[src/design/mips_cfg.svh]
`ifndef MIPS_CFG_SVH
`define MIPS_CFG_SVH

// datapath and instruction width
`define MIPS_DATA_W         32

// register file
`define MIPS_NUM_REGS       32
`define MIPS_REG_AW         5

// memories, in words
`define MIPS_IMEM_DEPTH     128
`define MIPS_DMEM_DEPTH     128
`define MIPS_IMEM_AW        $clog2(`MIPS_IMEM_DEPTH)
`define MIPS_DMEM_AW        $clog2(`MIPS_DMEM_DEPTH)

// serial line
`define MIPS_CLKS_PER_BIT   16

`define MIPS_HALT_WORD      {`MIPS_DATA_W{1'b1}}

`endif

[src/design/program_loader.sv]
`include "mips_cfg.svh"

module program_loader (
    input  logic                     clock_i,
    input  logic                     rst_n_i,
    input  logic [7:0]               byte_i,
    input  logic                     byte_valid_i,
    output logic                     imem_we_o,
    output logic [`MIPS_IMEM_AW-1:0] imem_addr_o,
    output logic [`MIPS_DATA_W-1:0]  imem_wdata_o,
    output logic                     run_en_o
);

    logic [1:0]              byte_cnt_q;
    logic [`MIPS_DATA_W-1:0] word_q;
    logic                    take;

    // once running, further bytes are ignored
    assign take         = byte_valid_i && !run_en_o;
    assign imem_wdata_o = word_q;

    // little-endian, first byte ends up in the low lane
    always_ff @(posedge clock_i) begin
        if (take) word_q <= {byte_i, word_q[`MIPS_DATA_W-1:8]};
    end

    always_ff @(posedge clock_i) begin
        if (!rst_n_i) begin
            byte_cnt_q  <= '0;
            imem_we_o   <= 1'b0;
            imem_addr_o <= '0;
            run_en_o    <= 1'b0;
        end else begin
            imem_we_o <= take && (byte_cnt_q == 2'd3);
            if (take) byte_cnt_q <= byte_cnt_q + 1'b1;
            if (imem_we_o) begin
                imem_addr_o <= imem_addr_o + 1'b1;
                if (imem_wdata_o == `MIPS_HALT_WORD) begin
                    run_en_o <= 1'b1; // sticky until reset
                end
            end
        end
    end

endmodule

[config.mk]
export PLATFORM = sky130hd
export DESIGN_NAME = program_loader
export DESIGN_NICKNAME = d
export VERILOG_FILES = /design/src/design/program_loader.sv
export VERILOG_INCLUDE_DIRS = /design/src /design/src/design
export SDC_FILE = /design/constraint.sdc
export NUM_CORES = 1
export LEC_CHECK = 0
export BUFFER_PORTS_ARGS = -buffer_cell sky130_fd_sc_hd__clkbuf_2
export CAP_MARGIN = 20
export CORE_MARGIN = 1.5
export CORE_UTILIZATION = 48
export CTS_BUF_LIST = sky130_fd_sc_hd__clkbuf_2 sky130_fd_sc_hd__clkbuf_4 sky130_fd_sc_hd__clkbuf_8
export DETAILED_ROUTE_END_ITERATION = 10
export HOLD_SLACK_MARGIN = 0.03
export MAX_ROUTING_LAYER = met4
export PLACE_DENSITY = 0.88
export SLEW_MARGIN = 10
export SYNTH_ARGS = -nofsm -noshare
export SYNTH_HDL_FRONTEND = slang
export SYNTH_SLANG_ARGS = --single-unit
export TNS_END_PERCENT = 5
[constraint.sdc]
create_clock -name clock_i -period 7.05 [get_ports clock_i]
set_clock_uncertainty 0.2 [all_clocks]
set_input_delay 1.41 -clock clock_i [delete_from_list [all_inputs] [get_ports clock_i]]
set_output_delay 1.41 -clock clock_i [all_outputs]
set_load 0.02 [all_outputs]
Word-level counts from Yosys, hierarchy flattened:

Index checks and enable logic that the tools add are counted.

* register bits after elaboration: 43
* word-level logic and storage cells: 13

* $add $sub $neg: 2
* eq/ne operators: 2
* reductions and logical operators: 4

Operator list (count)
* == test 32 bit (second input constant): 1
* adder 7 x 1 -> 7 bit (second input constant): 1
* adder 2 x 1 -> 2 bit (second input constant): 1
* == test 2 bit (second input constant): 1
* logical AND 1 bit: 2
* AND reduction 2 bit: 1
* zero test 1 bit: 1

Logic depth before layout (Yosys ltp):

* word-level depth: 3
* mapped depth: 4
* gate-level depth less buffers: 4

Worst setup path after synthesis:

Ideal clock, no wire load.

* path type: input port to flip-flop
* start: input byte_valid_i
* end: register byte_cnt_q[1]
* library setup time: 0.117 ns
* arrival: 3.346 ns
* required time: 6.733 ns
* slack: 3.387 ns
* stages: 3
* path through: nor2b_1 > mux2i_1 > nor2_1

* word-level cells in the longest chain between the ends: 1

Ends and longest elaborated chain
* start: declaration: RTL line program_loader.sv:7 `input logic byte_valid_i,`
* logical AND 1 bit: RTL line program_loader.sv:19 `assign take = byte_valid_i && !run_en_o;`
* end signal: assignment: RTL line program_loader.sv:35 `if (take) byte_cnt_q <= byte_cnt_q + 1'b1;`
* end: declaration: RTL line program_loader.sv:14 `logic [1:0] byte_cnt_q;`

No other way between the ends.
A chain may end at the register's enable or synchronous reset.

Worst setup path after layout:

* start: register imem_we_o
* end: output imem_we_o

RTL lines
* start: declaration: RTL line program_loader.sv:8 `output logic imem_we_o,`
* start signal: assignment: RTL line program_loader.sv:34 `imem_we_o <= take && (byte_cnt_q == 2'd3);`

No word-level cell between the ends.

==> impl_metrics.py <==
metrics = {
    "sta": {
        "worstMarginPinSlew_ns": 0.420,
        "finalHoldWorstSlack_ns": 0.299,
        "slew_violations": 0,
        "rsz0062_at_grt": "false",
        "setup_violations": 0,
        "hold_viol_final": 0,
        "layout_min_cycle_time_ns": 2.70,
        "tns_ns": 0,
        "clock.fmax_ghz": 0.371,
        "max_slew_margin_pct": 72.0,
        "fin_crit_sh_pct": 38.3,
    },
    "drt": {
        "wl_per_cell_um": 14.7,
        "drt-initial-drc-count": 69,
        "via_per_inst": 5.38,
        "wirelength_mm": 2.62,
        "dr.pass1.iters": 8,
        "drc": 3,
        "ant_nets": 0,
        "vias": 957,
    },
    "global_route": {
        "grt_util_all_layers_pct": 17.8,
        "antenna_found_initial": 0,
        "grt.met2_usage_pct": 26.3,
        "gr-usage-met3_pct": 5.27,
        "met1_usage_pct": 20.4,
        "grt_pass1_vias": 932,
        "grt_busiest_layer": "met2",
        "grt_max_degree": 36,
        "grt_overflow": 0,
        "grt_pass1_wl_mm": 4.12,
    },
    "logic_synthesis": {
        "seq_area_frac_synth_pct": 80.5,
        "ys.flop_type": "edfxtp_1",
        "synth_top_area_share_pct": 65.5,
        "synthCells": 88,
        "mappedNetlistArea_um2": 1470,
        "syn_nets": 101,
        "ys_ff_latch": 43,
        "ys_warn_count": 0,
        "yosysMostFrequentCell": "edfxtp_1",
        "async_flop_share_pct": 0,
        "syn_area_per_cell_um2": 16.7,
        "synth_edf_count": 32,
        "ys_types": 21,
        "yosys.area.top_type": "edfxtp_1",
        "synth_commonest_cells": "edfxtp_1 (32), dfxtp_1 (11), nand4_1 (9)",
        "synth_area_leaders": "edfxtp_1 (65%), dfxtp_1 (15%), nand4_1 (3.8%), nor2_1 (2.0%), xor2_1 (1.8%)",
    },
    "placement": {
        "gp_congestion": 0.817,
        "portBuffers": 51,
        "dpl.hpwl_mm": 1.97,
        "dpl_cell_area_um2": 1760,
    },
    "floorplanning": {
        "fp.dieArea_um2": 3400,
        "rows": 19,
        "io_pins": 52,
        "core_um2": 2830,
        "start_util_pct": 51.9,
        "die_height_um": 58.3,
        "fp.dieW_um": 58.3,
    },
    "clocking": {
        "holdBufCountCts": 0,
        "cts_made_buffers": 5,
        "ctsResizeCount": 0,
        "clk_pin_slew_worst_paths_ns": 0.12,
        "clkSinkCount": 43,
        "root_buffer": "clkbuf_4",
        "cts_tree": "yes",
        "cts_max_path_buffers": 2,
        "cts_setup_buffers": 0,
        "insertion_delay_ns": 0.35,
        "htreeDepth": 2,
    },
    "critical_path": {
        "end_kind": "output pin",
        "worstReg2RegStart": "imem_addr_o[0]",
        "cp-start-kind": "register",
        "arrival_ns": 1.09,
        "critPathMaxStageDelay_ns": 0.51,
        "crit_chain": "clkbuf_2",
        "cp_num_cells": 1,
        "crit_fanout": 8,
        "cp_data_required_time_ns": 5.44,
        "ff2ff_setup_slack_ns": 5.51,
        "timing.rr.end": "imem_addr_o[6]",
        "critPathLaunch": "imem_we_o",
        "path_class": "reg -> out",
        "critical_path.top_delay_family": "flip-flops",
        "cp.buffers_inverters": 1,
        "endpoint": "imem_we_o",
        "reg2reg_depth": 4,
        "slowest_stage": "dfxtp_1",
    },
    "outcome": {
        "status": "finished with violations",
        "violations": "design-rule violations",
    },
    "pwr": {
        "power.total_mw": 0.451,
        "powerDensity_nw_per_um2": 248,
        "ir_drop_v": 0.000205,
        "total_leakage_power_nw": 0.741,
    },
    "min_path": {
        "hold_path.class": "reg -> reg",
    },
    "layout": {
        "fin_util_pct": 64.4,
        "drive_gt1_share_pct": 42.2,
        "finalInstanceArea_um2": 1820,
        "n_fill_cell": 227,
        "nets": 159,
        "area_delta_synth_final_pct": 24.1,
        "num_antenna_cells": 0,
    },
    "flow_run": {
        "maxCapViolations": 0,
    },
}
[logic make-up (layout without fill, tap and decap cells)]
kind of cell,after synthesis,after routing,synth area share (%)
buffers and inverters,2,61,0.767
and+or+nand+nor,29,29,10.7
DFF,43,43,80.5
xor gates and xnor gates,5,5,2.98
adders and majority gates,2,2,1.70
AOI/OAI and AO/OA,5,5,2.05
muxes,2,2,1.36
[power by group]
| part | internal (mW) | switching (mW) | total (mW) |
|---|---|---|---|
| clock | 0.0381 | 0.0768 | 0.115 |
| sequential | 0.288 | 0.00981 | 0.298 |
| combinational | 0.0123 | 0.0265 | 0.0387 |
[sequential cells by signal, indices dropped and copies added, names as in the netlist]
register / flops
byte_cnt_q: 2
run_en_o: 1
imem_addr_o: 7
imem_wdata_o: 32
imem_we_o: 1
[routing by layer]
layer  routed length, um  part of all wire [%]
met4                  65                   2.5
met5                   0                     0
met1                 990                    38
met3                 229                   8.8
met2                1330                    51
[worst min-delay path by stage]
stage	startpoint	to	slack, ns	cells after the start
detailed placement	imem_wdata_o[13]	imem_wdata_o[5]	0.26	0
finish	imem_wdata_o[23]	imem_wdata_o[15]	0.30	0
global route	imem_wdata_o[24]	imem_wdata_o[16]	0.32	0
global placement	imem_wdata_o[13]	imem_wdata_o[5]	0.26	0
CTS	imem_wdata_o[23]	imem_wdata_o[15]	0.30	0
floorplan	byte_cnt_q[1]	byte_cnt_q[1]	0.26	2
[cells in the final DEF (no fill, tap or decap)]
master      count
clkbuf_2       51
edfxtp_1       32
dfxtp_1        11
nand4_1         9
nor2_1          8
clkbuf_4        5
nand2_1         3
xor2_1          3
o21ai_0         2
or3_1           2
a21oi_1         2
mux2i_1         2
xnor2_1         2
nand3_1         2
ha_1            2
clkinvlp_4      2
nor2b_2         1
nand4_2         1
clkinv_1        1
and3_1          1
nor3_1          1
nor4_1          1
a32o_1          1
clkinv_2        1
buf_4           1
[stage by stage]
stage / setup slack (ns) / cells
after global routing: 4.27 / 178
after floorplan: 3.39 / 88
final: 4.35 / 178
after CTS: 4.32 / 178
after global placement: 4.48 / 170
after detailed placement: 4.45 / 170
[area by class of cell]
| cell class | instances | area (um^2) | area share [%] |
|---|---|---|---|
| flip-flops and latches | 43 | 1180 | 64.8 |
| well taps | 31 | 38.8 | 2.13 |
| repair buffers | 52 | 263 | 14.4 |
| clock inverters | 3 | 20.0 | 1.10 |
| clock buffers | 5 | 37.5 | 2.06 |
| inverters | 1 | 3.75 | 0.206 |
| multi-input cells | 43 | 278 | 15.2 |
Note: power is estimated with default switching activity, not from simulation.
