<file path="src/design/mips_cfg.svh">
`ifndef MIPS_CFG_SVH
`define MIPS_CFG_SVH

// datapath and instruction width
`define MIPS_DATA_W         32

// register file
`define MIPS_NUM_REGS       32
`define MIPS_REG_AW         5

// memories, in words
`define MIPS_IMEM_DEPTH     128
`define MIPS_DMEM_DEPTH     128
`define MIPS_IMEM_AW        $clog2(`MIPS_IMEM_DEPTH)
`define MIPS_DMEM_AW        $clog2(`MIPS_DMEM_DEPTH)

// serial line
`define MIPS_CLKS_PER_BIT   16

`define MIPS_HALT_WORD      {`MIPS_DATA_W{1'b1}}

`endif

</file>
<file path="src/design/uart_rx.sv">
`include "mips_cfg.svh"

module uart_rx (
    input  logic       clock_i,
    input  logic       rst_n_i,
    input  logic       rx_i,
    output logic [7:0] byte_o,
    output logic       byte_valid_o
);

    localparam int CNT_W = $clog2(`MIPS_CLKS_PER_BIT);
    localparam logic [CNT_W-1:0] FULL_BIT = CNT_W'(`MIPS_CLKS_PER_BIT - 1);
    localparam logic [CNT_W-1:0] HALF_BIT = CNT_W'(`MIPS_CLKS_PER_BIT / 2 - 1);

    typedef enum logic [1:0] {st_idle, st_start, st_data, st_stop} state_e;

    state_e           state_q;
    logic [CNT_W-1:0] cnt_q;
    logic [2:0]       bit_q;
    logic [1:0]       rx_sync_q;
    logic [7:0]       shift_q;
    logic             rx_s;
    logic             sample;

    assign rx_s   = rx_sync_q[1];
    assign sample = (cnt_q == '0);
    assign byte_o = shift_q;

    // two-flop sync, line idles high
    always_ff @(posedge clock_i) begin
        if (!rst_n_i) begin
            rx_sync_q <= 2'b11;
        end else begin
            rx_sync_q <= {rx_sync_q[0], rx_i};
        end
    end

    always_ff @(posedge clock_i) begin
        if (!rst_n_i) begin
            state_q      <= st_idle;
            cnt_q        <= '0;
            bit_q        <= '0;
            byte_valid_o <= 1'b0;
        end else begin
            byte_valid_o <= 1'b0;
            cnt_q        <= sample ? FULL_BIT : cnt_q - 1'b1;
            case (state_q)
                st_idle: begin
                    cnt_q <= HALF_BIT;
                    if (!rx_s) state_q <= st_start; // falling edge of start bit
                end
                st_start: begin
                    bit_q <= '0;
                    if (sample) state_q <= rx_s ? st_idle : st_data; // glitch check
                end
                st_data: begin
                    if (sample) begin
                        bit_q <= bit_q + 1'b1;
                        if (bit_q == 3'd7) state_q <= st_stop;
                    end
                end
                st_stop: begin
                    if (sample) begin
                        byte_valid_o <= rx_s; // bad stop bit drops the byte
                        state_q      <= st_idle;
                    end
                end
                default: state_q <= st_idle;
            endcase
        end
    end

    // lsb first
    always_ff @(posedge clock_i) begin
        if (state_q == st_data && sample) shift_q <= {rx_s, shift_q[7:1]};
    end

endmodule

</file>
<file path="config.mk">
export PLATFORM = sky130hd
export DESIGN_NAME = uart_rx
export DESIGN_NICKNAME = d
export VERILOG_FILES = /design/src/design/uart_rx.sv
export VERILOG_INCLUDE_DIRS = /design/src /design/src/design
export SDC_FILE = /design/constraint.sdc
export NUM_CORES = 1
export LEC_CHECK = 0
export BUFFER_PORTS_ARGS = -buffer_cell sky130_fd_sc_hd__buf_2
export CAP_MARGIN = 30
export CORE_MARGIN = 2
export CORE_UTILIZATION = 38
export CTS_CLUSTER_DIAMETER = 120
export CTS_CLUSTER_SIZE = 30
export DETAILED_ROUTE_END_ITERATION = 6
export SLEW_MARGIN = 10
export SYNTH_ARGS = -nofsm -noshare
export SYNTH_HDL_FRONTEND = slang
export SYNTH_SLANG_ARGS = --single-unit
</file>
<file path="constraint.sdc">
create_clock -name clock_i -period 3.12 [get_ports clock_i]
set_input_delay 0.156 -clock clock_i [delete_from_list [all_inputs] [get_ports clock_i]]
set_output_delay 0.156 -clock clock_i [all_outputs]
set_load 0.02 [all_outputs]
</file>
* Word level (Yosys, flattened, before mapping)
Cells that the tools add are included.
** Word-level totals
- Logic and storage cells :: 38
- Register bits after elaboration :: 20
- Input port bits :: 3
- Output and inout bits :: 9
** Operators by class
- Equal/unequal tests :: 9
- Bitwise gates (word level) :: 1
- Multiplexer cells :: 11
- Add/subtract/negate cells :: 2
- Reduce and logical (&&, ||, !) cells :: 8
** Operator list (number)
- 2-bit 2-to-1 mux :: 6
- 2-bit != test, second input constant :: 5
- 2-bit one-hot mux with 4 select lines :: 1
- 3-bit 2-to-1 mux :: 2
- 3-bit one-hot mux with 2 select lines :: 1
- 5-bit AND reduction :: 1
- 2-bit == test, second input constant :: 2
- 4-bit logical NOT :: 1
- 4-bit 2-to-1 mux :: 1
- 4-bit by 1-bit subtractor with 4-bit output, second input constant :: 1
- 3-bit by 1-bit adder with 3-bit output, second input constant :: 1
- 3-bit == test, second input constant :: 1
- 3-bit AND reduction :: 1
- 2-bit by 1-bit == test with 1-bit output, second input constant :: 1
- 2-bit logical NOT :: 1
- 2-bit AND reduction :: 1
- 2-bit nonzero test :: 1
- 2-bit OR reduction :: 1
- 1-bit logical AND :: 1
- 1-bit inverter :: 1

* Depth between registers and ports, before layout
- Depth after elaboration :: 4
- Depth in mapped cells :: 5
- Gate-level depth less buffers :: 5

* Least setup slack after synthesis
No wires, ideal clock.
- Kind :: register -> register
- Start :: register cnt_q[0]
- End :: register shift_q[0], in the netlist byte_o[0], enable pin
- Path slack :: 1418 ps
- Library setup time :: 370 ps
- Path buffers :: 0
- Required time :: 2750 ps
- Stages on the path, launching flop included :: 6
- Data arrival time :: 1332 ps
- Period minus slack after synthesis :: 1702 ps
- Cell sequence :: dfxtp_1 > inv_1 > ha_1 > nor3b_4 > nand2_1 > nor2_1
** Between the ends
- Word-level cells in the longest chain between the ends :: 2
** RTL lines
- start: declaration :: RTL line uart_rx.sv:18 : logic [CNT_W-1:0] cnt_q;
- start signal: assignment :: RTL line uart_rx.sv:46 : cnt_q <= sample ? FULL_BIT : cnt_q - 1'b1;
- 4-bit logical NOT :: RTL line uart_rx.sv:26 : assign sample = (cnt_q == '0);
- 1-bit logical AND :: RTL line uart_rx.sv:75 : if (state_q == st_data && sample) shift_q <= {rx_s, shift_q[7:1]};
- end signal: assignment :: RTL line uart_rx.sv:75
- end: declaration :: RTL line uart_rx.sv:21 : logic [7:0] shift_q;
Every way passes these cells.
A chain may end at the register's enable or synchronous reset.

* Worst setup path in the final report
- Start :: register cnt_q[0]
- End :: register shift_q[3], in the netlist byte_o[3], enable pin
Same word-level chain as after synthesis.

==> impl_results.md <==
- Critical-path top delay cell: nor2_1
- Most frequent cells in the layout: 12 x dfxtp_1, 11 x buf_2, 8 x edfxtp_1
- CTS Buf Count: 3
- Max-cap viol count: 0
- Number of synthesized flops with an enable pin: 8
- Total Power: approximately 0.00051 W
- Flop pwr share: between 50 and 60%
- Final Hold Fails: 0
- Int Power: ~0.00042 W
- Top cells by area, synth: dfxtp_1 30%, edfxtp_1 30%, ha_1 4.7%, nand4_1 4.7%, nand2_1 2.8%
- Yosys top cell by area: dfxtp_1
- Total global-route track usage: a little under an eighth
- First-pass GRT wire length: about 2.2 mm
- Crit-path cells: inv_1 > ha_1 > nor3b_4 > nand2_1 > nor2_1
- Aggregate routed wire length: between 1 and 1.5 mm
- Worst min-delay path category: input pin to flop
- Setup Skew: about 0.0071 ns
- Clk buf depth: 2
- Fin nets: 85
- Critical path endpoint category: flop
- Worst-Margin Slew: between 0.6 and 0.7 ns
- Top cell type's share of synthesized area: between 30% and 40%
- DRT antenna net count: 0
- FF-to-FF End: byte_o[3]$_DFFE_PP_
- Diode count: 0
- Most common cell after layout, fill and taps aside: dfxtp_1
- Cts hold-fix bufs: 0
- Post-CTS Setup Bufs: 0
- Max Slew Vio Count: 0
- Clk_lat worst skew: roughly 0.3 ns
- Post-synth top flop: dfxtp_1
- Starting Density: roughly two fifths
- Final setup margin: 1.17 ns
- Peak VDD IR: 0.256 mV
- Clock transition at the registers of the reported paths: between 0.1 and 0.15 ns
- Core Region: slightly below 0.002 sq mm
- Worst-path maximum fanout: 9
- Fin crit period: a little under 2 ns
- Worst Path Required: around 3.1 ns
- Hold path start: rx_i
- Syn Area/Cell: roughly 12 sq um
- Final GP Congestion: roughly 0.69
- DP Area: approximately 870 sq um
- CP arrival: between 1.5 and 2 ns
- Flop2flop setup slack: around 1.2 ns
- Net Count, Synth: between 70 and 80
- Wire per inst: roughly 12 um
- Design Area, Final: 922 sq um
- Critical Path Max Stage Delay: approximately 0.48 ns
- P&R area growth vs syn: 15.3%
- Pre-antenna DRT Iters: 3
- Crit start category: flop
- Layout cells sized above 1: between 20% and 30%
- CTS tree: built
- Async S/R FF share, synth: 0%
- Flops & latches, synth: 20
- Die width: 49.9 um
- Relative slew margins: between 50% and 60%
- Max Freq: 0.513 GHz
- Gate power share: between 4 and 5%
- Drt drc: 0
- Post-Synthesis Cell Area: 800 sq um
- # IOs: 12
- Mapped Cells: 67
- Pwr Density: about 550 mW/mm^2
- Chip height: ~50 um
- Root Driver: clkbuf_4
- Post-synthesis sequential area ratio: around three fifths
- RSZ-0062 raised after global routing: no
- LEAKAGE: between 0.3 and 0.4 nW
- Setup Slack @ Placement: between 1 and 1.5 ns
- Setup TNS: 0 ns
- Clk network pwr share: 40.7%
- Number of global-route vias before repair: between 500 and 600
- PostCTS Resize Cnt: 0
- Setup CP Type: flop to flop
- Initial antenna violation count: 0
- NetSw: between 0.00009 and 0.0001 W
- Initial DRC Count: 9
- Pin count of the biggest net entering global routing: 20
- Synth Warn #: 0
- Post-synthesis cell type count: 27
- Fin Hold WS: between 0.02 and 0.03 ns
- H-tree depth: 1
- GRT overflow: 0
- Setup violations, final: 0
- Post-route clock period utilization: 62.4%
- Crit. Startpoint: cnt_q[0]$_SDFF_PN0_
- Cell depth of the worst hold path: 2
- Vias per cell: approximately 5
- R2r startpoint: cnt_q[0]$_SDFF_PN0_
- Total Die Area: between 0.002 and 0.0025 sq mm
- CTS sink count: 20
- Sw Share: a little under a fifth
- Row count: 16
- Outcome: completed
- Hold Path Sink: rx_sync_q[0]$_SDFF_PN1_
- I/O Buffers: 11
- Routed vias: between 500 and 600
- Worst r2r path cells: 5
==> worst max-delay path by stage <==
stage / to
2_1_floorplan: byte_o[0]$_DFFE_PP_
3_3_place_gp: byte_o[5]$_DFFE_PP_
3_5_place_dp: byte_o[5]$_DFFE_PP_
4_1_cts: byte_o[3]$_DFFE_PP_
5_1_grt: byte_o[3]$_DFFE_PP_
6_report: byte_o[3]$_DFFE_PP_
==> registers in the layout (all words and copies together), names as in the netlist, named ones only <==
name	count
rx_sync_q	2
bit_q	3
state_q	1
cnt_q	4
byte_valid_o	1
byte_o	8
==> per-layer routing <==
layer  GRT usage [%]  part of all wire [%]
met1            14.4                    47
met4            7.87                   3.1
met2            18.0                    46
met5               0                     0
met3            3.03                   4.3
==> layout make-up <==
| class | instances | area, sq um |
|---|---|---|
| Timing Repair Buffer | 11 | 55.1 |
| Tap cell | 27 | 33.8 |
| Sequential cell | 20 | 480 |
| Fill cell | 187 | 1060 |
| Clock inverter | 1 | 30.0 |
| Multi-Input combinational cell | 41 | 293 |
| Clock buffer | 3 | 22.5 |
| Inverter | 2 | 7.51 |
==> worst max-delay path, delay by kind of cell (launching register included) <==
kind          cells  cell delay (ns)
flops             1             0.35
simple gates      3             0.99
fa+ha+maj         1             0.19
buf+inv           1             0.06
==> cell usage after synthesis (all sizes together) (2+ instances only) <==
cell type  instances
dfxtp             12
o31ai              2
nor2               3
ha                 3
nand2b             2
nand4              6
buf                3
a21boi             2
inv                2
nand2              6
edfxtp             8
o211ai             3
nor3b              2
==> per-stage QoR <==
stage	utilization, %	cells
floorplan	-	67
global placement	43.9	101
detailed placement	43.9	101
CTS	46.5	105
global route	46.5	105
finish	46.5	105
==> kinds of logic after synthesis <==
| kind of cell | synth area share (%) |
|---|---|
| buffers and inverters | 3.29 |
| DFF | 60.1 |
| AOI/OAI and AO/OA | 11.4 |
| adders and majority gates | 4.70 |
| xor gates and xnor gates | 1.10 |
| and+or+nand+nor | 19.4 |
==> power groups by stage <==
| stage | Clock (W) | Combinational (W) | Sequential, W |
|---|---|---|---|
| 2_1_floorplan | 0 | 0.0000204 | 0.000284 |
| 3_3_place_gp | 0 | 0.0000219 | 0.000286 |
| 3_5_place_dp | 0 | 0.0000223 | 0.000287 |
| 4_1_cts | 0.000214 | 0.0000226 | 0.000281 |
| 5_1_grt | 0.000230 | 0.0000254 | 0.000282 |
| 6_report | 0.000208 | 0.0000223 | 0.000281 |
Note: power is estimated with default switching activity, not from simulation.
