--- config.mk ---
export PLATFORM = sky130hd
export DESIGN_NAME = execute_stage
export DESIGN_NICKNAME = d
export VERILOG_FILES = /design/src/design/mips_pkg.sv /design/src/design/execute_stage.sv
export VERILOG_INCLUDE_DIRS = /design/src /design/src/design
export SDC_FILE = /design/constraint.sdc
export NUM_CORES = 1
export LEC_CHECK = 0
export ABC_AREA = 1
export BUFFER_PORTS_ARGS = -buffer_cell sky130_fd_sc_hd__buf_2
export CAP_MARGIN = 25
export CORE_UTILIZATION = 35
export DETAILED_ROUTE_END_ITERATION = 8
export PLACE_DENSITY = 0.6
export SYNTH_ARGS = -nofsm -noshare
export SYNTH_HDL_FRONTEND = slang
export SYNTH_SLANG_ARGS = --single-unit
--- constraint.sdc ---
create_clock -name vclk -period 8.7
set_input_delay 1.74 -clock vclk [all_inputs]
set_output_delay 1.74 -clock vclk [all_outputs]
set_load 0.02 [all_outputs]
--- src/design/mips_cfg.svh ---
`ifndef MIPS_CFG_SVH
`define MIPS_CFG_SVH

// datapath and instruction width
`define MIPS_DATA_W         32

// register file
`define MIPS_NUM_REGS       32
`define MIPS_REG_AW         5

// memories, in words
`define MIPS_IMEM_DEPTH     128
`define MIPS_DMEM_DEPTH     128
`define MIPS_IMEM_AW        $clog2(`MIPS_IMEM_DEPTH)
`define MIPS_DMEM_AW        $clog2(`MIPS_DMEM_DEPTH)

// serial line
`define MIPS_CLKS_PER_BIT   16

`define MIPS_HALT_WORD      {`MIPS_DATA_W{1'b1}}

`endif

--- src/design/mips_pkg.sv ---
`include "mips_cfg.svh"

package mips_pkg;

    typedef enum logic [5:0] {
        op_rtype = 6'h00,
        op_addi  = 6'h08,
        op_ori   = 6'h0d,
        op_lw    = 6'h23,
        op_sw    = 6'h2b,
        op_halt  = 6'h3f
    } opcode_e;

    typedef enum logic [5:0] {
        fn_add = 6'h20,
        fn_sub = 6'h22,
        fn_and = 6'h24,
        fn_or  = 6'h25,
        fn_slt = 6'h2a
    } funct_e;

    // alu_add is zero so a cleared payload is harmless
    typedef enum logic [2:0] {
        alu_add    = 3'd0,
        alu_sub    = 3'd1,
        alu_and    = 3'd2,
        alu_or     = 3'd3,
        alu_slt    = 3'd4,
        alu_pass_b = 3'd5
    } alu_op_e;

    typedef struct packed {
        logic [`MIPS_IMEM_AW-1:0] pc;
        logic [`MIPS_DATA_W-1:0]  instr;
    } if_id_t;

    typedef struct packed {
        logic [`MIPS_DATA_W-1:0] op_a;
        logic [`MIPS_DATA_W-1:0] op_b;
        logic [`MIPS_DATA_W-1:0] imm;
        logic [`MIPS_REG_AW-1:0] rt;
        logic [`MIPS_REG_AW-1:0] rd;
        alu_op_e                 alu_op;
        logic                    use_imm;
        logic                    dest_is_rt;
        logic                    mem_read;
        logic                    mem_write;
        logic                    reg_write;
        logic                    halt;
    } id_ex_t;

    typedef struct packed {
        logic [`MIPS_DATA_W-1:0] alu_result;
        logic [`MIPS_DATA_W-1:0] store_data;
        logic [`MIPS_REG_AW-1:0] dest;
        logic                    mem_read;
        logic                    mem_write;
        logic                    reg_write;
        logic                    halt;
    } ex_mem_t;

    typedef struct packed {
        logic [`MIPS_DATA_W-1:0] alu_result;
        logic [`MIPS_DATA_W-1:0] mem_data;
        logic [`MIPS_REG_AW-1:0] dest;
        logic                    mem_to_reg;
        logic                    reg_write;
        logic                    halt;
    } mem_wb_t;

endpackage

--- src/design/execute_stage.sv ---
`include "mips_cfg.svh"

module execute_stage (
    input  mips_pkg::id_ex_t  id_ex_i,
    output mips_pkg::ex_mem_t ex_mem_o
);

    logic [`MIPS_DATA_W-1:0] op_a;
    logic [`MIPS_DATA_W-1:0] op_b;
    logic [`MIPS_DATA_W-1:0] result;

    assign op_a = id_ex_i.op_a;
    assign op_b = id_ex_i.use_imm ? id_ex_i.imm : id_ex_i.op_b;

    always_comb begin
        case (id_ex_i.alu_op)
            mips_pkg::alu_add:    result = op_a + op_b;
            mips_pkg::alu_sub:    result = op_a - op_b;
            mips_pkg::alu_and:    result = op_a & op_b;
            mips_pkg::alu_or:     result = op_a | op_b;
            mips_pkg::alu_slt: begin
                result = {{(`MIPS_DATA_W-1){1'b0}}, ($signed(op_a) < $signed(op_b))};
            end
            mips_pkg::alu_pass_b: result = op_b;
            default:              result = op_b;
        endcase
    end

    always_comb begin
        ex_mem_o.alu_result = result;
        ex_mem_o.store_data = id_ex_i.op_b; // rt value for sw
        ex_mem_o.dest       = id_ex_i.dest_is_rt ? id_ex_i.rt : id_ex_i.rd;
        ex_mem_o.mem_read   = id_ex_i.mem_read;
        ex_mem_o.mem_write  = id_ex_i.mem_write;
        ex_mem_o.reg_write  = id_ex_i.reg_write;
        ex_mem_o.halt       = id_ex_i.halt;
    end

endmodule

-- Word level (Yosys, flattened, before mapping)
Cells that the tools add are included.
- input port bits: 115
- logic and storage cells: 13
- output and inout bits: 73
- register bits: 0
- bitwise operators: 2
- multiplexer cells: 3
- equality and inequality tests: 4
- magnitude comparators: 1
- reduce and logical (&&, ||, !) cells: 1
- add/sub/neg operators: 2
- operators with widths (kind ; number):
    $pmux 32 s5 ; 1
    $add 32x32->32 ; 1
    $and 32x32->32 ; 1
    $lt 32x32->1 ; 1
    $mux 32 ; 1
    $or 32x32->32 ; 1
    $sub 32x32->32 ; 1
    $eq 3x2->1 const B ; 2
    $mux 5 ; 1
    $eq 3x1->1 const B ; 1
    $eq 3x3->1 const B ; 1
    $logic_not 3->1 ; 1

-- Depth between registers and ports, before layout
Gate-level depths: netlist of run 1.
- word-level depth: 3
- mapped depth: 20
- mapped depth without buffers: 19

-- Worst setup path before layout of run 1
No wires, ideal clock.
- path kind: in2out
- start point: input port id_ex_i[5] (netlist name)
- end point: output port ex_mem_o[65] (netlist name)
- buffers on the path: 2
- slack: 2985 ps
- arrival: 3975 ps
- stages: 16
- required time: 6960 ps
- cells stage by stage: buf_2 > clkbuf_1 > o21ai_0 > inv_1 > fa_1 > inv_1 > nand2_1 > nand2_1 > nand2_1 > nand2_2 > nand2_1 > nand3_2 > nor2_1 > nor2_1 > nor2_1 > nor2_1
- RTL lines (item ; RTL line ; text):
    start: declaration ; execute_stage.sv:4 ; input mips_pkg::id_ex_t id_ex_i,
    end: declaration ; execute_stage.sv:5 ; output mips_pkg::ex_mem_t ex_mem_o

==> results of run 1 <==
## worst paths after layout
check	end	cells past startpoint
setup / recovery	ex_mem_o[41]	17
hold / removal	ex_mem_o[0]	0
## power by group through the flow
stage / clock network, mW / registers (mW) / logic (mW)
floorplan: 0 / 0 / 0.437
global placement: 0 / 0 / 0.607
detailed placement: 0 / 0 / 0.610
CTS: 0 / 0 / 0.612
global route: 0 / 0 / 0.692
finish: 0 / 0 / 0.619
## placed cells by master, fill, tap and decap left out, drive strengths merged, types with 2 or more instances in the layout
cell | netlist | final
a21oi | 75 | 75
or2 | 2 | 2
nand3 | 106 | 106
a211oi | 5 | 5
mux2 | 5 | 5
a21o | 2 | 2
and3 | 4 | 4
nor2 | 135 | 135
o21ai | 59 | 59
and2 | 7 | 7
nor3 | 14 | 14
ha | 105 | 105
nand2 | 508 | 508
inv | 343 | 343
o21bai | 6 | 6
a21boi | 7 | 7
fa | 2 | 2
buf | 62 | 184
nand4 | 38 | 38
## per-layer routing
| metal | wire length (um) | GRT usage (%) |
|---|---|---|
| met5 | 0 | 0 |
| met4 | 252 | 2.68 |
| met3 | 2070 | 2.09 |
| met2 | 12000 | 40.6 |
| met1 | 13500 | 36.3 |
## kinds of logic after synthesis
logic type | count (synthesis) | share of synthesized area, %
compound gates | 157 | 11.5
xor+xnor | 1 | 0.116
fa+ha+maj | 107 | 18.0
buf+inv | 420 | 23.5
mux | 5 | 0.748
simple gates | 816 | 46.2
## worst max-delay path, cell delays in order
cell and delay [ns]:
buf_2 0.27, buf_4 0.43, nand2_1 0.09, o21ai_0 0.39
ha_1 0.52, nor2_1 0.23, nand2_1 0.10, inv_1 0.09
nand2_1 0.07, inv_1 0.06, nand2_1 0.06, nand2_2 0.11
nand2_2 0.06, nand3_1 0.08, nand3_1 0.20, a21oi_2 0.17
buf_2 0.17
## layout make-up
type,instances,share of cell area [%]
multi-input combinational,1086,69.2
timing repair buffer,184,11.2
tap,275,4.13
inverter,343,15.5
==> run summary, run 1 <==
Initial DRT Pass Iterations - 6
initial antenna violation count - 0
worst-margin pin slew - 1.02 ns
Rel. slew slack - 31.1%
register area - 0 sq um
placed insts - 1888
endpoints failing setup - 0
clock power share - 0%
Die Y - 149 um
pre-CTS setup slack - 2.15 ns
post-layout util - 39.6%
power share of the combinational group - 100.0%
pwr/cell area - 74.3 nW/um^2
Setup CP Type - in2out
most frequent cells after synthesis - nand2_1, inv_1, nor2_1
worst hold path type - in2out
antenna viol nets, final - 0
post-CTS setup buffer count - 0
# DRC - 0
post-synthesis cell area - 7520 sq um
sequential share of power - 0%
tightest hold margin - 3.48 ns
Yosys top cell area share - 24.6%
Area contributors post-synth - nand2_1, ha_1, inv_1
worst setup margin - 2.09 ns
core area - 21000 sq um
Tcrit/Tclk final - 76.0%
synthesized area per cell - 5.00 sq um
critical path arrival - 4.87 ns
pin count of the biggest net entering global routing - 48
area of the multi-input gates - 5760 sq um
fmax - 151 MHz
crit path time final - 6.61 ns
hold_sp - id_ex_i[0]
Worst setup EP type - primary output
total power - 619 uW
WP data required - 6.96 ns
post-synth top area cell - nand2_1
Seq/Total Area, Yosys - 0%
Via density - 4.83
final std cells w/o fill - 1888
max-capacitance violation count - 0
placed cell areas - 8330 sq um
DP Wirelength - 23700 um
vias in the first global route - 8155
routed length per instance - 14.7 um
most frequent cell after synthesis - nand2_1
first-pass GRT wire length - 43200 um
detailed-route via count - 9117
filler cell count - 2512
Final Wtd Congestion - 0.960
global route overflow - 0
Fin. Hold Viols - 0
VDD IR-drop max - 0.0313 mV
Rows - 53
area grow syn2layout - 10.7%
Yosys warnings - 0
RSZ-0062 raised after global routing - no
DRT iter0 DRCs - 709
Sw Share - 69.0%
outcome - finished clean
FFs & Latches - 0
Total Nets Final - 1837
LEAKAGE - 5.36 nW
PostCTS Resize Cnt - 0
Starting Density - 35.8%
cell count after synthesis - 1506
ratio of cells with drive above 1 in the final layout - 14.9%
Top Ports - 188
die area - 22100 sq um
IO buf count - 180
Final Cell Area - 8330 sq um
CP Max Fanout - 47
critical path launch point type - input pin
Die W - 149 um
CP startpoint - id_ex_i[5]
P_sw - 427 uW
total length of routed wires - 27800 um
CTS hold repair buffers - 0
setup_tns - 0 ns
internal power - 192 uW
clkbuf count - 0
number of diodes - 0
post-synthesis cell type count - 41
GRT Util Overall - 24.9%
Slew Limit Fails - 0
Syn Nets - 1728
Power figures use the tool's default switching activity.
==> run 2, diff against run 1 <==
==> constraint.sdc (replaced) <==
create_clock -name vclk -period 6.7
set_input_delay 1.34 -clock vclk [all_inputs]
set_output_delay 1.34 -clock vclk [all_outputs]
set_load 0.02 [all_outputs]
==> run 2 against run 1 <==
Against the previous run: cell area unchanged; die area unchanged; clock-buffer cell count unchanged; routed wire length up 2.7%; worst setup slack worse by 1.5 ns; critical path depth shrank 2; hold slack worse by 0.80 ns; power increased by 31%; sequential share of layout area stayed put; critical path type unchanged; critical endpoint is now ex_mem_o[71]; highest routed layer unchanged.
==> run summary, run 2 (synthesis gave the netlist of run 1 again) <==
vias in the first global route - 8245 (+1.1%)
Largest stage delay, worst path - 0.68 ns (+0.16 ns)
Top Ports - 188 (unchanged)
Die W - 149 um (unchanged)
post-CTS setup buffer count - 0 (unchanged)
detailed-route via count - 9255 (+1.5%)
RSZ-0062 raised after global routing - no
DP Wirelength - 24200 um (+2.4%)
Final Wtd Congestion - 0.963 (+0.28%)
pwr/cell area - 97.2 nW/um^2 (+31%)
routed length per instance - 15.1 um (+2.7%)
most frequent cells in the layout - nand2_1, inv_1, buf_2
Rows - 53 (unchanged)
ratio of cells with drive above 1 in the final layout - 14.9% (unchanged)
FFs & Latches - 0 (unchanged)
worst hold path type - in2out
Setup CP Type - in2out
max-capacitance violation count - 0 (unchanged)
Slew Limit Fails - 0 (unchanged)
outcome - finished clean
initial antenna violation count - 0 (unchanged)
antenna viol nets, final - 0 (unchanged)
Die Y - 149 um (unchanged)
die area - 22100 sq um (unchanged)
worst setup margin - 0.613 ns (-1.48 ns)
number of diodes - 0 (unchanged)
# DRC - 0 (unchanged)
CP Max Fanout - 47 (unchanged)
LEAKAGE - 5.36 nW (unchanged)
Tcrit/Tclk final - 90.8%
crit path time final - 6.09 ns
placed cell areas - 8330 sq um (unchanged)
CTS hold repair buffers - 0 (unchanged)
setup_tns - 0 ns (unchanged)
pre-CTS setup slack - 0.746 ns (-1.41 ns)
Worst setup EP type - primary output
Final Cell Area - 8330 sq um (unchanged)
most frequent CP cell - nand2_1
register area - 0 sq um (unchanged)
PostCTS Resize Cnt - 0 (unchanged)
worst-margin pin slew - 1.01 ns (-0.0122 ns)
crit path cell chain - buf_2 -> buf_4 -> o21ai_0 -> ha_1 -> nand2_1 -> inv_1 -> nand2_2 -> nor3_1 -> nand2_1 -> nand2_1 -> nand2_1 -> nand3_1 -> nand3_1 -> nand4_1 -> buf_2
global route overflow - 0 (unchanged)
DRT iter0 DRCs - 777 (+9.6%)
endpoints failing setup - 0 (unchanged)
fmax - 164 MHz
IO buf count - 180 (unchanged)
clkbuf count - 0 (unchanged)
total power - 810 uW (+31%)
WP data required - 5.36 ns (-1.60 ns)
Via density - 4.90 (+1.5%)
pin count of the biggest net entering global routing - 48 (unchanged)
Rel. slew slack - 32.5% (+1.3 points)
first-pass GRT wire length - 43700 um (+1.2%)
core area - 21000 sq um (unchanged)
tightest hold margin - 2.68 ns (-0.800 ns)
Setup crit end - ex_mem_o[71]
filler cell count - 2414 (-3.9%)
total length of routed wires - 28500 um (+2.7%)
CP startpoint - id_ex_i[5]
Fin. Hold Viols - 0 (unchanged)
critical path launch point type - input pin
Total Nets Final - 1837 (unchanged)
Initial DRT Pass Iterations - 5 (-1)
CP max-delay cell - ha_1
Starting Density - 35.8% (unchanged)
VDD IR-drop max - 0.0450 mV (+44%)
critical path arrival - 4.75 ns (-0.12 ns)
area grow syn2layout - 10.7% (unchanged)
commonest non-fill, non-tap cell in the layout - nand2_1
GRT Util Overall - 25.4% (+0.49 points)
-- run 2: cell counts in the layout (fill, tap and decap cells not counted) --
Identical to the previous run, type by type.
-- run 2: where the power goes --
group          switching, mW  internal [mW]  leakage [nW]
registers                  0              0             0
logic                  0.560          0.249          5.36
clock network              0              0             0
-- run 2: worst max-delay path: cells and delay by family --
kind	cells	cell delay [ns]
fa+ha+maj	1	0.68
simple gates	9	1.17
compound gates	1	0.49
buf+inv	4	1.05
-- run 2: layout make-up --
cell class	count	area, sq um	share of cell area [%]
timing repair buffer	184	931	11.2
multi-input combinational	1086	5760	69.2
inverter	343	1290	15.5
tap	275	344	4.13
-- run 2: worst min path at each step --
| stage | start | cells after the start | slack, ns | endpoint |
|---|---|---|---|---|
| 6_report | id_ex_i[0] | 0 | 2.68 | ex_mem_o[0] |
| 5_1_grt | id_ex_i[0] | 0 | 2.68 | ex_mem_o[0] |
| 2_1_floorplan | id_ex_i[0] | 1 | 2.79 | ex_mem_o[0] |
| 3_5_place_dp | id_ex_i[0] | 0 | 2.68 | ex_mem_o[0] |
| 3_3_place_gp | id_ex_i[0] | 0 | 2.68 | ex_mem_o[0] |
| 4_1_cts | id_ex_i[0] | 0 | 2.68 | ex_mem_o[0] |
-- run 2: routing by layer --
layer | up-vias | track usage (%) | wire [um]
met3 | 29 | 2.06 | 2200
met4 | 0 | 3.76 | 364
met1 | 4088 | 37.0 | 13500
li1 | 4756 | - | -
met2 | 382 | 41.0 | 12400
met5 | - | 0 | 0
-- run 2: stage by stage --
stage	cells	utilization (%)
after floorplan	1506	-
after global placement	1888	39.6
after detailed placement	1888	39.6
after CTS	1888	39.6
after global routing	1888	39.6
final	1888	39.6
