`src/design/mips_cfg.svh`:
```
`ifndef MIPS_CFG_SVH
`define MIPS_CFG_SVH

// datapath and instruction width
`define MIPS_DATA_W         32

// register file
`define MIPS_NUM_REGS       32
`define MIPS_REG_AW         5

// memories, in words
`define MIPS_IMEM_DEPTH     128
`define MIPS_DMEM_DEPTH     128
`define MIPS_IMEM_AW        $clog2(`MIPS_IMEM_DEPTH)
`define MIPS_DMEM_AW        $clog2(`MIPS_DMEM_DEPTH)

// serial line
`define MIPS_CLKS_PER_BIT   16

`define MIPS_HALT_WORD      {`MIPS_DATA_W{1'b1}}

`endif

```
`src/design/mips_pkg.sv`:
```
`include "mips_cfg.svh"

package mips_pkg;

    typedef enum logic [5:0] {
        op_rtype = 6'h00,
        op_addi  = 6'h08,
        op_ori   = 6'h0d,
        op_lw    = 6'h23,
        op_sw    = 6'h2b,
        op_halt  = 6'h3f
    } opcode_e;

    typedef enum logic [5:0] {
        fn_add = 6'h20,
        fn_sub = 6'h22,
        fn_and = 6'h24,
        fn_or  = 6'h25,
        fn_slt = 6'h2a
    } funct_e;

    // alu_add is zero so a cleared payload is harmless
    typedef enum logic [2:0] {
        alu_add    = 3'd0,
        alu_sub    = 3'd1,
        alu_and    = 3'd2,
        alu_or     = 3'd3,
        alu_slt    = 3'd4,
        alu_pass_b = 3'd5
    } alu_op_e;

    typedef struct packed {
        logic [`MIPS_IMEM_AW-1:0] pc;
        logic [`MIPS_DATA_W-1:0]  instr;
    } if_id_t;

    typedef struct packed {
        logic [`MIPS_DATA_W-1:0] op_a;
        logic [`MIPS_DATA_W-1:0] op_b;
        logic [`MIPS_DATA_W-1:0] imm;
        logic [`MIPS_REG_AW-1:0] rt;
        logic [`MIPS_REG_AW-1:0] rd;
        alu_op_e                 alu_op;
        logic                    use_imm;
        logic                    dest_is_rt;
        logic                    mem_read;
        logic                    mem_write;
        logic                    reg_write;
        logic                    halt;
    } id_ex_t;

    typedef struct packed {
        logic [`MIPS_DATA_W-1:0] alu_result;
        logic [`MIPS_DATA_W-1:0] store_data;
        logic [`MIPS_REG_AW-1:0] dest;
        logic                    mem_read;
        logic                    mem_write;
        logic                    reg_write;
        logic                    halt;
    } ex_mem_t;

    typedef struct packed {
        logic [`MIPS_DATA_W-1:0] alu_result;
        logic [`MIPS_DATA_W-1:0] mem_data;
        logic [`MIPS_REG_AW-1:0] dest;
        logic                    mem_to_reg;
        logic                    reg_write;
        logic                    halt;
    } mem_wb_t;

endpackage

```
`src/design/decode_stage.sv`:
```
`include "mips_cfg.svh"

module decode_stage (
    input  logic                    clock_i,
    input  logic                    rst_n_i,
    input  mips_pkg::if_id_t        if_id_i,
    input  mips_pkg::mem_wb_t       mem_wb_i,
    output mips_pkg::id_ex_t        id_ex_o,
    output logic                    wb_valid_o,
    output logic [`MIPS_REG_AW-1:0] wb_reg_o,
    output logic [`MIPS_DATA_W-1:0] wb_data_o
);

    logic [`MIPS_DATA_W-1:0] regs [`MIPS_NUM_REGS];
    logic [5:0]              opcode;
    logic [5:0]              funct;
    logic [`MIPS_REG_AW-1:0] rs;
    logic [`MIPS_REG_AW-1:0] rt;
    logic [`MIPS_REG_AW-1:0] rd;
    logic [15:0]             imm16;
    logic [`MIPS_DATA_W-1:0] rdata_a;
    logic [`MIPS_DATA_W-1:0] rdata_b;

    assign opcode = if_id_i.instr[31:26];
    assign rs     = if_id_i.instr[25:21];
    assign rt     = if_id_i.instr[20:16];
    assign rd     = if_id_i.instr[15:11];
    assign funct  = if_id_i.instr[5:0];
    assign imm16  = if_id_i.instr[15:0];

    // write-back select, r0 writes never reported
    assign wb_data_o  = mem_wb_i.mem_to_reg ? mem_wb_i.mem_data : mem_wb_i.alu_result;
    assign wb_reg_o   = mem_wb_i.dest;
    assign wb_valid_o = mem_wb_i.reg_write && (mem_wb_i.dest != '0);

    always_ff @(posedge clock_i) begin
        if (rst_n_i && wb_valid_o) regs[wb_reg_o] <= wb_data_o;
    end

    // same-cycle write is bypassed to the read ports
    always_comb begin
        if (rs == '0)                         rdata_a = '0;
        else if (wb_valid_o && wb_reg_o == rs) rdata_a = wb_data_o;
        else                                  rdata_a = regs[rs];
    end

    always_comb begin
        if (rt == '0)                         rdata_b = '0;
        else if (wb_valid_o && wb_reg_o == rt) rdata_b = wb_data_o;
        else                                  rdata_b = regs[rt];
    end

    always_comb begin
        id_ex_o        = '0;
        id_ex_o.op_a   = rdata_a;
        id_ex_o.op_b   = rdata_b;
        id_ex_o.rt     = rt;
        id_ex_o.rd     = rd;
        id_ex_o.alu_op = mips_pkg::alu_pass_b;
        id_ex_o.imm    = {{(`MIPS_DATA_W-16){imm16[15]}}, imm16};
        case (opcode)
            mips_pkg::op_rtype: begin
                id_ex_o.reg_write = 1'b1;
                case (funct)
                    mips_pkg::fn_add: id_ex_o.alu_op = mips_pkg::alu_add;
                    mips_pkg::fn_sub: id_ex_o.alu_op = mips_pkg::alu_sub;
                    mips_pkg::fn_and: id_ex_o.alu_op = mips_pkg::alu_and;
                    mips_pkg::fn_or:  id_ex_o.alu_op = mips_pkg::alu_or;
                    mips_pkg::fn_slt: id_ex_o.alu_op = mips_pkg::alu_slt;
                    default:          id_ex_o.reg_write = 1'b0; // unknown funct is a nop
                endcase
            end
            mips_pkg::op_addi, mips_pkg::op_ori, mips_pkg::op_lw: begin
                id_ex_o.alu_op     = mips_pkg::alu_add;
                id_ex_o.use_imm    = 1'b1;
                id_ex_o.dest_is_rt = 1'b1;
                id_ex_o.reg_write  = 1'b1;
                id_ex_o.mem_read   = (opcode == mips_pkg::op_lw);
                if (opcode == mips_pkg::op_ori) begin
                    id_ex_o.alu_op = mips_pkg::alu_or;
                    id_ex_o.imm    = {{(`MIPS_DATA_W-16){1'b0}}, imm16}; // zero-extended
                end
            end
            mips_pkg::op_sw: begin
                id_ex_o.alu_op    = mips_pkg::alu_add;
                id_ex_o.use_imm   = 1'b1;
                id_ex_o.mem_write = 1'b1;
            end
            mips_pkg::op_halt: id_ex_o.halt = 1'b1;
            default: ;
        endcase
    end

endmodule

```
`config.mk`:
```
export PLATFORM = sky130hd
export DESIGN_NAME = decode_stage
export DESIGN_NICKNAME = d
export VERILOG_FILES = /design/src/design/mips_pkg.sv /design/src/design/decode_stage.sv
export VERILOG_INCLUDE_DIRS = /design/src /design/src/design
export SDC_FILE = /design/constraint.sdc
export NUM_CORES = 1
export LEC_CHECK = 0
export ABC_CLOCK_PERIOD_IN_PS = 5900
export BUFFER_PORTS_ARGS = -buffer_cell sky130_fd_sc_hd__buf_4
export CAP_MARGIN = 20
export CORE_ASPECT_RATIO = 1.4
export CORE_MARGIN = 5
export CORE_UTILIZATION = 58
export CTS_BUF_LIST = sky130_fd_sc_hd__clkbuf_8
export DETAILED_ROUTE_END_ITERATION = 12
export GPL_ROUTABILITY_DRIVEN = 0
export PLACE_DENSITY = 0.8
export SETUP_SLACK_MARGIN = 0.4
export SYNTH_ARGS = -nofsm -noshare
export SYNTH_HDL_FRONTEND = slang
export SYNTH_SLANG_ARGS = --single-unit
```
`constraint.sdc`:
```
create_clock -name clock_i -period 5.9 [get_ports clock_i]
set_clock_uncertainty 0.15 [all_clocks]
set_input_delay 0.59 -clock clock_i [delete_from_list [all_inputs] [get_ports clock_i]]
set_output_delay 0.59 -clock clock_i [all_outputs]
set_load 0.005 [all_outputs]
```
Word-level counts from Yosys, hierarchy flattened
Memories as Yosys holds them, arrays and structs flattened.
Index checks and enable logic that the tools add are counted.
Operators by class
  $add $sub $neg: 0
  multipliers: 0
  div/mod/pow operators: 0
  magnitude comparators: 0
  eq/ne operators: 12
  shift-type cells: 0
  mux-type cells: 18
  bitwise logic cells: 0
  reductions and logical operators: 11
Operators by type and width (number)
  2-to-1 mux 32 bit: 7
  == test 6 bit (second input constant): 8
  case mux 3 bit (5 select lines): 1
  == test 6 x 4 -> 1 bit (second input constant): 2
  == test 5 bit: 2
  zero test 5 bit: 2
  case mux 3 bit (3 select lines): 1
  zero test 6 bit: 1
  2-to-1 mux 1 bit: 6
  nonzero test 5 bit: 1
  OR reduction 5 bit: 1
  logical AND 1 bit: 4
  2-to-1 mux 2 bit: 2
  OR reduction 4 bit: 1
  OR reduction 3 bit: 1
  case mux 1 bit (2 select lines): 1
Word-level totals
  flip-flop bits (word level): 0
  latch bits: 0
  memory bits (writable): 1024
  memory bits (read-only): 0
  input port bits: 113
  output and inout port bits: 153
  memories: 1
Memory list
  regs: depth 32, width 32, rd ports 2, clocked after Yosys merged registers in 0, write ports 1, line decode_stage.sv:14  | logic [`MIPS_DATA_W-1:0] regs [`MIPS_NUM_REGS];

Longest topological paths before layout
  depth after elaboration: 5
  mapped depth: 10
  gate-level depth less buffers: 6

Worst setup path before layout
OpenSTA, ideal clock, no wires.
  kind: input-to-reg
  start point: in mem_wb_i[6] in the netlist's numbering
  end point: mem regs[1][0] in the netlist's numbering (enable)
  setup time: 421 ps
  arrival: 2699 ps
  setup slack: 2630 ps
  cell stages on the path: 5
  buffers on the path: 1
  path through: clkbuf_1 > o41ai_4 > inv_2 > nand4b_1 > nor2_1
Between the ends
  longest elaborated chain between the ends: 5
Ends and longest elaborated chain
  start, declared: line decode_stage.sv:7  | input mips_pkg::mem_wb_t mem_wb_i,
  nonzero test 5 bit: line decode_stage.sv:34  | assign wb_valid_o = mem_wb_i.reg_write && (mem_wb_i.dest != '0);
  logical AND 1 bit: line decode_stage.sv:34
  named net wb_valid_o: line decode_stage.sv:9  | output logic wb_valid_o,
  logical AND 1 bit: line decode_stage.sv:37  | if (rst_n_i && wb_valid_o) regs[wb_reg_o] <= wb_data_o;
  2-to-1 mux 1 bit: line decode_stage.sv:37
  2-to-1 mux 1 bit (implied by the code): line decode_stage.sv:37
  end, declared: line decode_stage.sv:14
The timed path passes the listed nets, and every way through them passes these cells.

==> qor_table.md <==
| Quantity | Reported |
|:---|:---|
| Run status | finished clean |
| Post-Synth Adder-Cell Area | 0% |
| Count of TritonRoute iterations in the first routing pass | 6 |
| Headroom to the max-slew limit | 20.43% |
| Ratio of cells with drive above 1 in the final layout | 33.16% |
| Detailed router's first-iteration violation count | 5121 |
| Sequential cell area fraction in the yosys report | 62.38% |
| Number of ports placed on the die boundary | 266 |
| Post-synth EDFFs | 1024 |
| Max-Cap Viols | 0 |
| Endpoint class of the critical path | output pin |
| Maximum achievable frequency | 228.5 MHz |
| Routed wire length per instance | 36.28 um |
| DRC errors left | 0 |
| Most frequent cells in the layout | 1024 x edfxtp_1, 400 x mux4_2, 320 x buf_4 |
| Clock tree from TritonCTS | yes |
| Die boundary width | 256.4 um |
| Clock root cell | clkbuf_8 |
| Net count, final | 3127 |
| Power share of the sequential group | 54.0% |
| Critical path's largest stage delay | 0.82 ns |
| Number of hold-slack violations in the final timing report | 0 |
| Final period util | 74.19% |
| Cell types occupying the most area after synthesis | edfxtp_1 62%, mux4_2 18%, mux2i_1 4.9%, mux2_2 1.6%, a221oi_1 1.5% |
| Slew at the pin closest to its max-slew limit | 1.191 ns |
| Number of buffers and inverters on the critical path | 2 |
| Most common cell after layout, fill and taps aside | edfxtp_1 |
| Area share of the largest cell type after synthesis | 62.38% |
| Final ANT Viol Nets | 0 |
| Synth cell types | 55 |
| Leakage power of the design | 18.32 nW |
| Final routed wirelength across all metal layers | 153300 um |
| Vias in the first global route | 32480 |
| Areal power density over the cells | 275.7 mW/mm^2 |
| Placeable Area | 0.08434 sq mm |
| Share of the synthesized area in compound gates (AO/OA/AOI/OAI) | 6.475% |
| Maximum number of pins on one net before global-route repair | 98 |
| Total half-perimeter wirelength after legalization and detailed placement | 91330 um |
| Tot GR Track Use | 33.17% |
| Global-route congestion overflow total | 0 |
| Average footprint of a synthesized cell | 17.82 sq um |
| Register containing the most flip-flops in the final layout | regs |
| Count of filler cells inserted in the layout | 5568 |
| Slowest stage cell, crit path | or3_2 |
| Switching Share | 24.78% |
| List of cells traversed by the critical path | buf_4, or2_1, o41ai_4, or3_2, o21ai_0, a21oi_1, buf_4 |
| Yosys warning count | 0 |
| Power share of the combinational group | 11.2% |
| Gate family responsible for the most delay along the worst path | simple AND/OR/NAND/NOR gates |
| Parity-gate share of the synthesized area counting xor and xnor cells | 0.1954% |
| Worst Hold Class | in2reg |
| Endpoint required time on the critical path | 5.16 ns |
| First-pass GRT wire length | 219000 um |
| Maximum net fanout on the critical path | 36 |
| Portion of netlist area occupied by mux cells | 24.79% |
| Async S/R FF share, synth | 0% |
| Count of vias placed by the detailed router | 31820 |
| Post-DR vias/cell | 7.533 |
| Simple-gate portion of the synthesized area | 2.868% |
| Die height | 355.0 um |
| Internal power | 0.01139 W |
| Setup-violating endpoint count in the final report | 0 |
| Clock network fraction of total power | 34.8% |
| Count of port buffers added during placement | 235 |
| Setup repair after global routing missed its margin | false |
| Placement Rows | 126 |
| Peak VDD IR | 0.2293 mV |
| Initial antenna violation count | 2 |
| Deepest clock path buffer count | 3 |
| Setup TNS Final | 0 ns |
| Area added between synthesis and finish | 11.47% |
| Reported net switching power | 0.003753 W |
| H-tree depth reported by CTS | 4 |
| Critical Setup Path Class | in2out |
| Max FFs per register | 1024 |
| Critical path data arrival time | 3.64 ns |
| Die ar. | 0.09101 sq mm |
| Nature of the critical path startpoint | input pin |
| Registers with the most flip-flops | regs (1024) |
| Post-Synthesis Cells | 2767 |
| Post-Syn Area | 0.04930 sq mm |
| Post-layout power | 0.01515 W |
| Most used cell along the critical path | buf_4 |
| Minimum clock period after layout | 4.377 ns |
| Clock Pin Slew Worst Setup and Hold Paths | 0.06 ns |
| Cell taking the most area after synthesis | edfxtp_1 |
| Most used flip-flop cell after synthesis | edfxtp_1 |
| Clock sink total | 1024 |
| Number of pins exceeding their max-slew limit in the final report | 0 |
| Combinational family with the most area after synthesis | multiplexers |
| Count of state elements after synthesis | 1024 |
| Clock buffers created by TritonCTS | 148 |
| Starting Density | 58.45% |
-- per-stage QoR --
stage	cells	setup WS [ns]	hold slack, ns	utilization, %	area [sq um]
after global routing	4222	1.473	0.2954	65.14	54950
after global placement	3950	1.691	0.8587	61.92	52230
final	4224	1.523	0.3119	65.15	54950
after CTS	4221	1.635	0.2376	65.14	54940
after detailed placement	3950	1.628	0.8695	61.92	52230
after floorplan	2798	2.630	1.006	-	49410
-- cells in the mapped netlist (all sizes together) (14+ instances only) --
master,number
edfxtp,1024
mux4,400
mux2i,242
buf,182
nor2,96
clkbuf,89
a221oi,84
a21oi,72
mux2,70
o22ai,53
o21ai,50
nand2,43
nand2b,36
nor2b,36
a211oi,34
inv,31
a221o,29
o221ai,27
o31ai,26
o211ai,23
nor3,21
nor4,15
a22oi,14
-- timing repair --
item,CTS,global route
setup endpoints to repair,0,0
resized for setup,0,0
hold buffers,2,0
endpoints found under the hold margin,4,0
buffers inserted,0,0
-- power by group through the flow --
stage                     logic (W)  clock network [W]  registers, W
final                       0.00170            0.00527       0.00818
after CTS                   0.00168            0.00530       0.00817
after detailed placement    0.00167                  0       0.00833
after global routing        0.00178            0.00564       0.00818
after global placement      0.00163                  0       0.00832
after floorplan             0.00104                  0       0.00831
-- final cells by class --
type	count	area, sq um	area share, %
antenna	3	7.507	0.01366
inverter	31	116.4	0.2118
sequential	1024	30750	55.96
tap	1088	1361	2.477
multi-input combinational	1472	17330	31.54
clock inverter	115	574.3	1.045
timing repair buffer	337	2691	4.898
clock buffer	154	2120	3.857
-- cells by family after synthesis --
group,count (synthesis)
DFF,1024
muxes,712
AOI/OAI and AO/OA,438
buffers and inverters,302
and+or+nand+nor,279
xor gates and xnor gates,11
other,1
-- path summary, 6_finish.rpt --
| path | cells past startpoint | from | to | slack, ns |
|---|---|---|---|---|
| worst max-delay path | 7 | mem_wb_i[3] | id_ex_o[53] | 1.52 |
| worst min-delay path | 3 | mem_wb_i[26] | regs[8][18] | 0.31 |
-- metal layers --
layer	vias up	share of wire, %	global-route usage, %
li1	12190	-	-
met1	16120	32	41.29
met2	2860	48	53.26
met3	653	13	8.664
met4	0	7.2	19.31
met5	-	0	0
Power figures use the tool's default switching activity.
